### src/include/legv8_consts.svh
`ifndef LEGV8_CONSTS_SVH
`define LEGV8_CONSTS_SVH

// Register and data bus width.
`define DATA_WIDTH 64

// Architectural register count, X31 is XZR.
`define REG_COUNT 32

`define REG_IDX_WIDTH 5

// Destination of BL.
`define LINK_REG 30

`endif

### src/hw/legv8Pkg.sv
`include "legv8_consts.svh"

package legv8Pkg;

    // Match patterns on instr[31:21], ? bits are don't care.
    typedef enum logic [10:0] {
        opB    = 11'b000101?????,
        opBlt  = 11'b01010100???,
        opBl   = 11'b100101?????,
        opBr   = 11'b11010110000,
        opCbz  = 11'b10110100???,
        opAddi = 11'b10010001000,
        opAdds = 11'b10101011000,
        opSubs = 11'b11101011000,
        opLdur = 11'b11111000010,
        opStur = 11'b11111000000
    } opCode_t;

    typedef enum logic [2:0] {
        aluPassB = 3'b000,
        aluAdd   = 3'b010,
        aluSub   = 3'b011
    } aluOp_t;

    typedef enum logic [1:0] {
        brNone  = 2'b00,
        brPcRel = 2'b01,
        brReg   = 2'b10
    } brSel_t;

    typedef enum logic [1:0] {
        srcReg   = 2'b00,
        srcImm12 = 2'b01,
        srcImm9  = 2'b10
    } aluSrc_t;

    typedef enum logic [1:0] {
        wbAlu  = 2'b00,
        wbMem  = 2'b01,
        wbLink = 2'b10
    } wbSel_t;

    typedef struct packed {
        aluOp_t  aluOp;
        aluSrc_t aluSrc;
        wbSel_t  memToReg;
        brSel_t  brTaken;
        logic    reg2Loc;   // 1 reads Rm, 0 reads Rt.
        logic    reg2Write; // 1 writes the link register.
        logic    regWrite;
        logic    memWrite;
        logic    memRead;
        logic    uncondBr;  // 1 takes imm26, 0 takes imm19.
        logic    flagWrite;
    } ctrlSig_t;

    typedef struct packed {
        logic negative;
        logic zero;
        logic overflow;
        logic carry;
    } aluFlags_t;

    typedef struct packed {
        logic                   cyc;
        logic                   stb;
        logic                   we;
        logic [`DATA_WIDTH-1:0] adr;
        logic [`DATA_WIDTH-1:0] datW;
    } wbReq_t;

    typedef struct packed {
        logic                   ack;
        logic [`DATA_WIDTH-1:0] datR;
    } wbRsp_t;

endpackage

### src/hw/dataBusMaster.sv
`timescale 1ns/1ps
`include "legv8_consts.svh"

module dataBusMaster
    import legv8Pkg::*;
(
    input  logic                   clk,
    input  logic                   rstN,
    input  logic                   start,
    input  logic                   write,
    input  logic [`DATA_WIDTH-1:0] addr,
    input  logic [`DATA_WIDTH-1:0] wrData,
    output wbReq_t                 wbReq,
    input  wbRsp_t                 wbRsp,
    output logic                   busy,
    output logic                   done,
    output logic [`DATA_WIDTH-1:0] rdData
);

    typedef enum logic [1:0] {
        stIdle,
        stActive,
        stFinish
    } busState_t;

    busState_t              state;
    logic                   cyc;
    logic                   stb;
    logic                   we;
    logic [`DATA_WIDTH-1:0] adrQ;
    logic [`DATA_WIDTH-1:0] datWQ;

    always_ff @(posedge clk or negedge rstN) begin
        if (!rstN) begin
            state <= stIdle;
            cyc   <= 1'b0;
            stb   <= 1'b0;
            we    <= 1'b0;
        end else begin
            case (state)
                stIdle: begin
                    if (start) begin
                        state <= stActive;
                        cyc   <= 1'b1;
                        stb   <= 1'b1;
                        we    <= write;
                    end
                end
                stActive: begin
                    if (wbRsp.ack) begin
                        state <= stFinish;
                        cyc   <= 1'b0;
                        stb   <= 1'b0;
                        we    <= 1'b0;
                    end
                end
                stFinish: state <= stIdle; // One idle bus cycle between transfers.
                default:  state <= stIdle;
            endcase
        end
    end

    always_ff @(posedge clk) begin
        if ((state == stIdle) && start) begin
            adrQ  <= addr;
            datWQ <= wrData;
        end
    end

    assign wbReq = '{cyc: cyc, stb: stb, we: we, adr: adrQ, datW: datWQ};

    // Busy covers the request cycle and every wait for ack.
    assign busy   = (state == stActive) ? !wbRsp.ack : start;
    assign done   = (state == stActive) && wbRsp.ack;
    assign rdData = wbRsp.datR;

    assert property (@(posedge clk) disable iff (!rstN) wbReq.stb |-> wbReq.cyc)
        else $error("Wishbone stb raised without cyc");

    // Request must hold until the slave acknowledges.
    assert property (@(posedge clk) disable iff (!rstN)
        (wbReq.cyc && wbReq.stb && !wbRsp.ack) |=>
            ($stable(wbReq.adr) && $stable(wbReq.we) && $stable(wbReq.datW)))
        else $error("Wishbone request changed before ack");

endmodule

### config.mk
export PLATFORM = sky130hd
export DESIGN_NAME = dataBusMaster
export DESIGN_NICKNAME = d
export VERILOG_FILES = /design/src/hw/legv8Pkg.sv /design/src/hw/dataBusMaster.sv
export VERILOG_INCLUDE_DIRS = /design/src /design/src/include
export SDC_FILE = /design/constraint.sdc
export NUM_CORES = 1
export LEC_CHECK = 0
export BUFFER_PORTS_ARGS = -buffer_cell sky130_fd_sc_hd__buf_4
export CAP_MARGIN = 25
export CORE_AREA = 2 2 154 156
export CTS_CLUSTER_SIZE = 12
export DETAILED_ROUTE_END_ITERATION = 8
export DIE_AREA = 0 0 156 158
export PLACE_DENSITY_LB_ADDON = 0.08
export RECOVER_POWER = 100
export SKIP_LAST_GASP = 1
export SLEW_MARGIN = 40
export SYNTH_ARGS = -nofsm -noshare
export SYNTH_HDL_FRONTEND = slang
export SYNTH_SLANG_ARGS = --single-unit
### constraint.sdc
create_clock -name clk -period 11.55 [get_ports clk]
set_clock_uncertainty 0.2 [all_clocks]
set_input_delay 2.8875 -clock clk [delete_from_list [all_inputs] [get_ports clk]]
set_output_delay 2.8875 -clock clk [all_outputs]
set_load 0.1 [all_outputs]
==> results of run 1 <==
==> cell type report <==
type                       count  area share, %
clock buffer                  18           6.58
inverter                       3          0.173
clock inverter                14           3.05
tap                          290           5.56
timing repair buffer         267           22.8
sequential                   132           60.4
multi-input combinational     14           1.44
==> power by group through the flow <==
stage,Sequential (mW),Clock [mW],Combinational (mW)
after floorplan,1.14,0,0.213
after global placement,0.660,0,0.738
after detailed placement,0.660,0,0.738
after CTS,0.651,0.597,0.738
after global routing,0.659,0.616,0.685
final,0.651,0.572,0.667
==> flip-flops by register name (all words and copies together) (netlist names) <==
| name | count |
|---|---|
| state | 2 |
| adrQ | 64 |
| datWQ | 64 |
| stb | 1 |
| we | 1 |
==> cell usage after synthesis (all sizes together) <==
library cell  number
a211oi             1
a21oi              2
a2bb2oi            1
and3               2
buf               68
dfrtp              4
edfxtp           128
inv                3
nor2               3
nor2b              2
o21ai              2
o22ai              1
==> kinds of logic after synthesis <==
| logic type | Yosys count | share of synthesized area (%) |
|---|---|---|
| buffers and inverters | 71 | 11.5 |
| AOI/OAI and AO/OA | 7 | 0.934 |
| and+or+nand+nor | 7 | 1.02 |
| DFF | 132 | 86.6 |
==> worst max-delay path: stages <==
cell	delay, ns
sky130_fd_sc_hd__clkbuf_1	0.11
sky130_fd_sc_hd__and3_4	0.19
sky130_fd_sc_hd__nor2_2	0.09
sky130_fd_sc_hd__clkbuf_1	0.86
==> path summary, 6_finish.rpt <==
| path | start | end | slack [ns] | depth (start not counted) |
|---|---|---|---|---|
| worst max register to register | state[1] | datWQ[24] | 7.20 | 4 |
| worst min register to register | state[1] | state[0] | 0.31 | 1 |
| worst min-delay path | state[1] | state[0] | 0.31 | 1 |
| max in group asynchronous | rstN | state[0] | 8.84 | 1 |
| min in group asynchronous | rstN | stb | 2.11 | 1 |
| worst max-delay path | wbRsp[64] | busy | 4.32 | 4 |
==> per-layer routing <==
| layer | GRT usage, % | up-vias | share of wire [%] |
|---|---|---|---|
| li1 | - | 1175 | - |
| met1 | 9.92 | 1254 | 36 |
| met2 | 16.1 | 188 | 50 |
| met3 | 5.23 | 45 | 12 |
| met4 | 5.24 | 0 | 2.7 |
| met5 | 0 | - | 0 |
==> through the flow <==
stage               area (sq um)  std cells  util (%)  total power [mW]
finish                      6530        738      28.3              1.89
global route                6530        738      28.3              1.96
CTS                         7050        738      30.6              1.99
detailed placement          6420        706      27.9              1.40
global placement            6420        706      27.8              1.40
floorplan                   4550        217         -              1.35
==> summary by stage, run 1 <==
Route
The wire length per cell after detailed routing is 17.3 um. Using the TritonRoute via totals, the vias-per-cell ratio works out to 3.61. The first routing iteration left 113 violations. The first-pass detailed-route iteration total is 4. The total wirelength of the detailed-routed design is 12,800 um. The detailed router placed 2,662 vias in this run.

The final routed DRC violation total is 0. The number of antenna-violating nets in the routed design is 0.

STA
Setup repair after global routing left no endpoint under its margin. The final-layout worst hold slack is 0.312 ns. The hold violation count in the final report is 0.

In the post-route analysis, the smallest setup slack over all paths is 4.32 ns. The post-route minimum period is 7.23 ns. The count of pins over their slew limit is 52. The peak clock frequency supported by timing is 138 MHz.

Setup violations remaining at the end of the flow were counted as 0. Setup total negative slack on the finished layout was measured at 0 ns. The normalized max-slew margin is -101%. For the pin with the worst max-slew slack, the measured transition is 3.02 ns. After layout, the worst path uses 62.6% of the clock period.

Power
The worst vdd rail ir drop is 0.000101 V. The share of total power dissipated in the clock network is 30.3%. The leakage power is 2.34 nW. In this run the power spent charging and discharging nets is 839 uW. The sequential share of power is 34.4%.

The power density over the cells is 290 nW/um^2. Net switching is 44.4% of the power. The internal power contribution is 1.05 mW. The share of total power dissipated in combinational logic is 35.3%.

Synth
Dividing the synthesized area by the synthesized cell count gives 21.0 sq um. sky130_fd_sc_hd__edfxtp_1 takes more of the synthesized area than any other cell. The flip-flop and latch count after synthesis is 132. The fraction of the yosys area taken by sequential cells is 86.6%. Sorting the synthesized cells by area gives the leading types as sky130_fd_sc_hd__edfxtp_1 84%, sky130_fd_sc_hd__buf_4 11%, sky130_fd_sc_hd__dfrtp_1 2.2%. The top-area cell type share of the netlist area is 84.4%. The total standard cell area after synthesis is 4550 sq um. The number of library cell types mapped by synthesis is 16. Synthesis produced a netlist with a net count of 414. For this run, the number of Yosys warnings is 0. Counting every instance in the synthesized netlist gives 217.

Clocking
TritonCTS built the clock tree. The buffer type at the clock tree root is sky130_fd_sc_hd__clkbuf_16. The TritonCTS sink count is 132.

Clock-pin slew was measured on the worst setup and hold paths at 0.06 ns. Hold repair after CTS inserted 0 buffers. At the later pin of the worst-skew pair, clock insertion delay measures 0.41 ns. The clock tree synthesis step divided the H-tree into 4 levels.

The number of clock buffers added by TritonCTS is 17. After clock tree synthesis, the repair step resized 0 gates. Counting along the longest clock path gives a buffer depth of 2. The post-CTS setup repair buffer count is 0.

Cells and area
The sequential cells in the finished layout cover a total of 3940 sq um. In the final layout, the share of cells above drive strength 1 is 35.9%. The number of filler instances in the final layout is 2,444. The most common cell after layout, fill and taps aside is sky130_fd_sc_hd__clkbuf_1. The multi-input combinational cells in the finished layout cover a total of 93.8 sq um.

In the layout the commonest cells are 140 x sky130_fd_sc_hd__clkbuf_1, 128 x sky130_fd_sc_hd__edfxtp_1, 126 x sky130_fd_sc_hd__clkbuf_4. The synthesis-to-layout area growth is 43.3%. The net total in the final layout is 632. The antenna diode count is 0.

Placement
The post-placement worst setup slack is 4.89 ns. The final HPWL from detailed placement is 9550 um. Port buffering added 265 buffers. The routability congestion estimate is 0.667.

Floorplanning
The count of boundary I/O pins is 394. The chip height is 158 um. The region available for standard cell placement spans 23,100 sq um.

The area enclosed by the die boundary is 24,600 sq um. The initialized floorplan defines 56 standard-cell rows. The width of the die is 156 um. For this configuration, the core starts out at a cell density of 19.8%.

Worst setup path
For the worst setup path, the data arrival time is 4.14 ns. The startpoint class of the critical path is an input pin. The data required time of the worst path is 8.46 ns. The maximum net fanout on the critical path is 4. The endpoint class of the critical path is an output port.

The type of the setup path with the least slack is input pin to output port.

Hold path
The classification of the worst-slack hold path is register to register.

Run
The total of max-cap violations is 1.

GRT
The total global routing overflow is 0. Across every metal layer, demand over resource in global routing totals 9.71%. The maximum number of pins on one net before global-route repair is 79. The initial antenna violation count is 0. The via count of the first global-routing pass is 2,647. The first global-routing pass estimated 16,900 um of wire.

Status
The run finished, with violations left. The checks that failed: max-capacitance violations, max-slew violations.
Power figures use the tool's default switching activity.
==> inputs of run 2 (changes only) <==
--- a/config.mk
+++ b/config.mk
@@ -8,10 +8,10 @@
 export LEC_CHECK = 0
 export BUFFER_PORTS_ARGS = -buffer_cell sky130_fd_sc_hd__buf_4
 export CAP_MARGIN = 25
-export CORE_AREA = 2 2 154 156
+export CORE_AREA = 2 2 155 157
 export CTS_CLUSTER_SIZE = 12
 export DETAILED_ROUTE_END_ITERATION = 8
-export DIE_AREA = 0 0 156 158
+export DIE_AREA = 0 0 157 159
 export PLACE_DENSITY_LB_ADDON = 0.08
 export RECOVER_POWER = 100
 export SKIP_LAST_GASP = 1
==> constraint.sdc (replaced) <==
create_clock -name clk -period 6.2 [get_ports clk]
set_clock_uncertainty 0.2 [all_clocks]
set_input_delay 1.55 -clock clk [delete_from_list [all_inputs] [get_ports clk]]
set_output_delay 1.55 -clock clk [all_outputs]
set_load 0.1 [all_outputs]
==> summary by stage, run 2 (same netlist as run 1, synthesis figures left out) <==
Status
The run finished, with violations left. The checks that failed: max-capacitance violations, max-slew violations.

Placement
The cell total after placement is 735. Routability-driven placement finished with a final weighted congestion of 0.720. The port buffer count is 265. OpenSTA, run right after detailed placement, puts the worst setup slack at 2.22 ns.

The cell area after placement is 6460 sq um. The final HPWL from detailed placement is 9990 um.

Worst setup path
The number of buffers and inverters on the critical path is 2. The critical path is of the input pin to output port type. Along the worst path, the maximum fanout reaches 4.

The startpoint class of the critical path is an input pin. The delay of the slowest critical-path stage is 0.86 ns. Broken down by cell family, the worst path's largest delay share belongs to buffers and inverters. The arrival time of data at the critical path endpoint is 2.82 ns. The data required time of the worst path is 4.45 ns.

The slowest stage cell on the critical path is sky130_fd_sc_hd__clkbuf_1. The register-to-register path setup slack is 2.59 ns. The cell that appears most often on the critical path is sky130_fd_sc_hd__clkbuf_1.

The signal on the critical path passes through clkbuf_1 > and3_4 > nor2_2 > clkbuf_1. The endpoint class of the critical path is an output port.

Cells and area
The largest registers in the layout are adrQ: 64 flops, datWQ: 64 flops, state: 2 flops. The antenna diode count is 0. The final non-filler cell area is 6560 sq um. The net total in the final layout is 632. The finished layout holds 767 standard cells, fillers aside. The most common cell after layout, fill and taps aside is sky130_fd_sc_hd__clkbuf_1. From synthesis to final layout, the design area changed by 44.0%. The core utilization of the finished layout is 28.3%. Leaving out fill and tap cells, the most frequent cells in the layout are 138 x sky130_fd_sc_hd__clkbuf_1, 128 x sky130_fd_sc_hd__edfxtp_1, 128 x sky130_fd_sc_hd__clkbuf_4. The share of final-layout standard cells stronger than drive strength 1 is 36.2%.

STA
The peak clock frequency supported by timing is 219 MHz. The total setup violations reported at the end of the flow is 0. In the finished design, the share of the clock period the worst path needs comes to 73.6%. The least setup slack across all paths after layout is 1.63 ns.

The hold violation count in the final report is 0. Setup repair after global routing left no endpoint under its margin. The final-layout setup total negative slack is 0 ns. The count of pins over their slew limit is 130. The final-layout worst hold slack is 0.315 ns. The post-route minimum period is 4.57 ns. The worst pin sits at a relative slew slack of -95.5%.

For the pin with the worst max-slew slack, the measured transition is 2.93 ns.

Route
The pre-antenna-repair detailed-routing pass consisted of 4 iterations. In the routed design, unresolved DRC markers number 0. After detailed routing, the total wire length is 13,200 um. The average vias per placed instance is 3.44.

The highest layer used for signal routing is met4. After detailed routing, the average wire length per cell comes to 17.2 um. In this run, the number of DRC markers left after iteration 0 of detailed routing was 135.

The routed length on met2 is 6650 um. In the final routing, the length of wire on met1 measures 4410 um. The number of antenna-violating nets in the routed design is 0. The routed layout has 2,635 vias. The wire length on met3 is 1750 um.

Clocking
Once the clock tree was built, the setup fixing pass inserted 0 buffers. The clock latency on the worst-skew pair is 0.41 ns. No sink is reached through more buffers than the 2 on the longest clock path. The number of CTS-inserted buffers is 17. The quantity of hold-fixing buffers added after cts is 0. The cell sitting at the root of the clock tree is a sky130_fd_sc_hd__clkbuf_16.

In this run the number of H-tree levels came out at 4. Clock-pin slew was measured on the worst setup and hold paths at 0.06 ns. The quantity of gates resized following cts is 0. The TritonCTS sink count is 132.

The TritonCTS clock tree is done.

GRT
The initial antenna violation count is 0. The total global routing overflow is 0. The maximum number of pins on one net before global-route repair is 76. The aggregate global-route resource usage is 10.2%. The wire length of the first global-routing pass is 18,300 um. The via count of the first global-routing pass is 2,806.

Floorplanning
The initial utilization of the core area, before any placement, comes to 19.6%. The chip height is 159 um. Measured along the x axis, the die boundary spans 157 um.

In this run the core area contains 56 standard-cell rows. The count of boundary I/O pins is 394. The total area inside the core boundary comes to 23,200 sq um. The area enclosed by the die boundary is 25,000 sq um.

Power
Summed over all cells, the static leakage comes to 2.34 nW. Summing internal, switching and leakage power gives 3.53 mW. VDD sags by at most 0.000284 V. Power spread over the standard cell area amounts to 538 nW/um^2.

Hold path
In this run the worst hold path is classified as register to register.

Run
The total of max-cap violations is 2.
-- run 2: layout make-up --
type,count,area [sq um]
multi-input cells,14,86.3
clock inverters,14,199
repair buffers,267,1490
inverters,3,11.3
well taps,319,399
fillers,2422,16600
flip-flops and latches,132,3940
clock buffers,18,429
-- run 2: worst reg2reg max path, delay by kind of cell, from the launching register on --
kind	cells	cell delay, ns
buf+inv	1	2.08
flops	1	0.42
simple gates	2	0.40
-- run 2: power breakdown --
part / total (mW) / internal, mW / switching [mW]
Sequential: 1.22 / 1.17 / 0.0416
Combinational: 1.24 / 0.109 / 1.13
Clock: 1.07 / 0.678 / 0.394
Total: 3.53 / 1.96 / 1.57
-- run 2: metal layers --
| metal | track usage (%) | up-vias |
|---|---|---|
| met3 | 5.99 | 55 |
| met4 | 4.75 | 0 |
| met1 | 9.37 | 1237 |
| li1 | - | 1173 |
| met5 | 0 | - |
| met2 | 18.0 | 170 |
-- run 2: final timing paths --
kind | from | endpoint | cells after the start
worst max register to register | state[1] | adrQ[6] | 3
min in group asynchronous | rstN | state[0] | 1
max in group asynchronous | rstN | stb | 1
worst min register to register | state[1] | state[0] | 1
worst min-delay path | state[1] | state[0] | 1
worst max-delay path | wbRsp[64] | busy | 4
==> inputs of run 3 (changes only) <==
==> constraint.sdc (replaced) <==
create_clock -name clk -period 4.6 [get_ports clk]
set_clock_uncertainty 0.2 [all_clocks]
set_input_delay 1.15 -clock clk [delete_from_list [all_inputs] [get_ports clk]]
set_output_delay 1.15 -clock clk [all_outputs]
set_load 0.1 [all_outputs]
==> summary by stage, run 3 (same netlist as run 1, synthesis figures left out) <==
Placement
Buffers placed on the I/O ports in this run total 265. Including well taps, the total number of placed cells is 735. The HPWL after detailed placement is 9890 um.

The routability congestion estimate is 0.703. The cell area after placement is 6480 sq um.

Clocking
The root buffer cell chosen for the clock tree is sky130_fd_sc_hd__clkbuf_16. CTS saw 132 sinks. The maximum level of the CTS H-tree is 4. The quantity of hold-fixing buffers added after cts is 0. After clock tree synthesis, the clock-pin slew on the worst setup and hold paths is 0.07 ns. The TritonCTS clock tree is done. The clock passes through at most 2 buffers.

At the later pin of the worst-skew pair, clock insertion delay measures 0.41 ns. Post-CTS repair changed the size of 0 cells. The post-CTS setup repair buffer count is 0. Counting the buffers created by CTS gives 17.

Power
In this run, the combinational gates consume 36.6% of the power. The sequential share of power is 35.2%. The worst-case IR drop observed on VDD is 0.000344 V. The clock network burns 28.2% of the power. The internal power contribution is 2.48 mW.

The leakage power is 2.33 nW. The power density over the cells is 707 nW/um^2. The reported net switching power is 2.13 mW. The net switching share of the total power is 46.2%. Summing internal, switching and leakage power gives 4.62 mW.

Route
The average vias per placed instance is 3.43. The total wirelength of the detailed-routed design is 13,100 um. The first TritonRoute pass finished after 4 iterations. Across all layers, the routed design uses 2,633 vias. The wire length per cell after detailed routing is 17.1 um. The initial detailed-routing violation count is 112. For this run, design rule violations remaining after detail routing come to 0.

The number of antenna-violating nets in the routed design is 0.

STA
The hold violation count in the final report is 0. Derived from the worst setup path, the maximum achievable clock frequency is 265 MHz. Setup repair after global routing left no endpoint under its margin. Across all hold checks on the routed design, the worst slack comes to 0.307 ns. The normalized max-slew margin is 15.3%. The count of pins over their slew limit came to 0. At the pin with the least slew margin, the transition time is 1.28 ns. Adding up every negative setup slack in the final design gives 0 ns.

The post-route minimum period is 3.78 ns. The total setup violations reported at the end of the flow is 0. The final period utilization is 82.1%.

Cells and area
The most common cell after layout, fill and taps aside is sky130_fd_sc_hd__clkbuf_1. The synthesis-to-layout area growth is 43.4%. The net count of the finished layout is 632. For this run, the number of standard cells in the final layout without fillers is 767.

The top cell types in the final layout, fill and taps aside, are 136 x sky130_fd_sc_hd__clkbuf_1, 128 x sky130_fd_sc_hd__edfxtp_1, 128 x sky130_fd_sc_hd__clkbuf_4. The share of final-layout standard cells stronger than drive strength 1 is 36.6%. The number of antenna diodes in the final layout is 0.

In the final layout, the registers with the most flip-flops are adrQ: 64 flops, datWQ: 64 flops, state: 2 flops. Once layout is done, the placed cells without fillers occupy 6530 sq um.

GRT
The wire length of the first global-routing pass is 17,800 um. The initial antenna violation count is 0. The total global routing overflow is 0.

The via count of the first global-routing pass is 2,716. The maximum number of pins on one net before global-route repair is 64. The aggregate global-route resource usage is 10.0%.

Worst setup path
For the worst setup path, the data required time is 3.25 ns. The endpoint class of the critical path is an output port. The endpoint identified for the worst register-to-register timing path is datWQ[12]. STA puts the critical path data arrival time at 2.43 ns. The maximum net fanout on the critical path is 4. The start of the worst register-to-register path is state[1]. The worst register-to-register path has a depth of 3. The register-to-register path setup slack is 2.18 ns. By startpoint and endpoint, the worst setup path is classified as input pin to output port. STA classifies the critical path startpoint as an input pin.

Status
The flow ran to the end, and the final reports show no timing, DRC or antenna violations.

Hold path
In this run the most critical hold path is launched from state[1]. The number of stages on the worst hold path is 1. The capture endpoint of the worst hold path is state[0]. The tightest min-delay check is of the register to register type.

Run
Across the run, the number of max-cap violations was 0.

Floorplanning
In this run the core area contains 56 standard-cell rows. The core region is 23,200 sq um. The initial standard-cell utilization of the core is 19.6%. The area enclosed by the die boundary is 25,000 sq um.

The count of boundary I/O pins is 394. The chip height is 159 um. The width of the die is 157 um.
run 3: changes by cell type in the layout (fill, tap and decap cells not counted), sizes merged:
cell	before	now
buf	1	3
bufinv	4	1
clkbuf	284	281
clkinvlp	3	4
inv	7	10
run 3: worst max path at each step:
| stage | cells past startpoint | slack [ns] | endpoint | startpoint |
|---|---|---|---|---|
| finish | 4 | 0.82 | busy | wbRsp[64] |
| global route | 4 | 0.78 | busy | wbRsp[64] |
| CTS | 4 | 1.41 | busy | wbRsp[64] |
| detailed placement | 4 | 1.41 | busy | wbRsp[64] |
| global placement | 4 | 1.42 | busy | wbRsp[64] |
| floorplan | 2 | 0.70 | adrQ[0] | start |
run 3: power groups by stage:
stage                     registers [mW]  logic [mW]  clock network, mW
after global placement              1.66        1.87                  0
after floorplan                     2.83       0.538                  0
after CTS                           1.63        1.87               1.36
after detailed placement            1.66        1.87                  0
after global routing                1.65        1.73               1.41
final                               1.62        1.69               1.30
run 3: cell type report:
type	count	area, sq um
sequential	132	3940
clock inverter	15	144
multi-input combinational	14	86.3
inverter	3	11.3
clock buffer	17	425
fill	2460	16700
timing repair buffer	267	1520
tap	319	399
run 3: through the flow:
stage	setup WS, ns	util, %
final	0.824	28.2
after global routing	0.777	28.2
after CTS	1.41	30.4
after detailed placement	1.41	27.9
after global placement	1.42	27.9
after floorplan	0.705	-
run 3: per-layer routing:
metal	global-route usage (%)	share of wire (%)
met5	0	0
met4	3.71	1.5
met3	5.12	10
met2	18.3	53
met1	9.47	35
run 3: worst max-delay path: stages:
cell                       delay, ns
sky130_fd_sc_hd__clkbuf_1       0.12
sky130_fd_sc_hd__and3_4         0.20
sky130_fd_sc_hd__nor2_2         0.09
sky130_fd_sc_hd__clkbuf_1       0.87
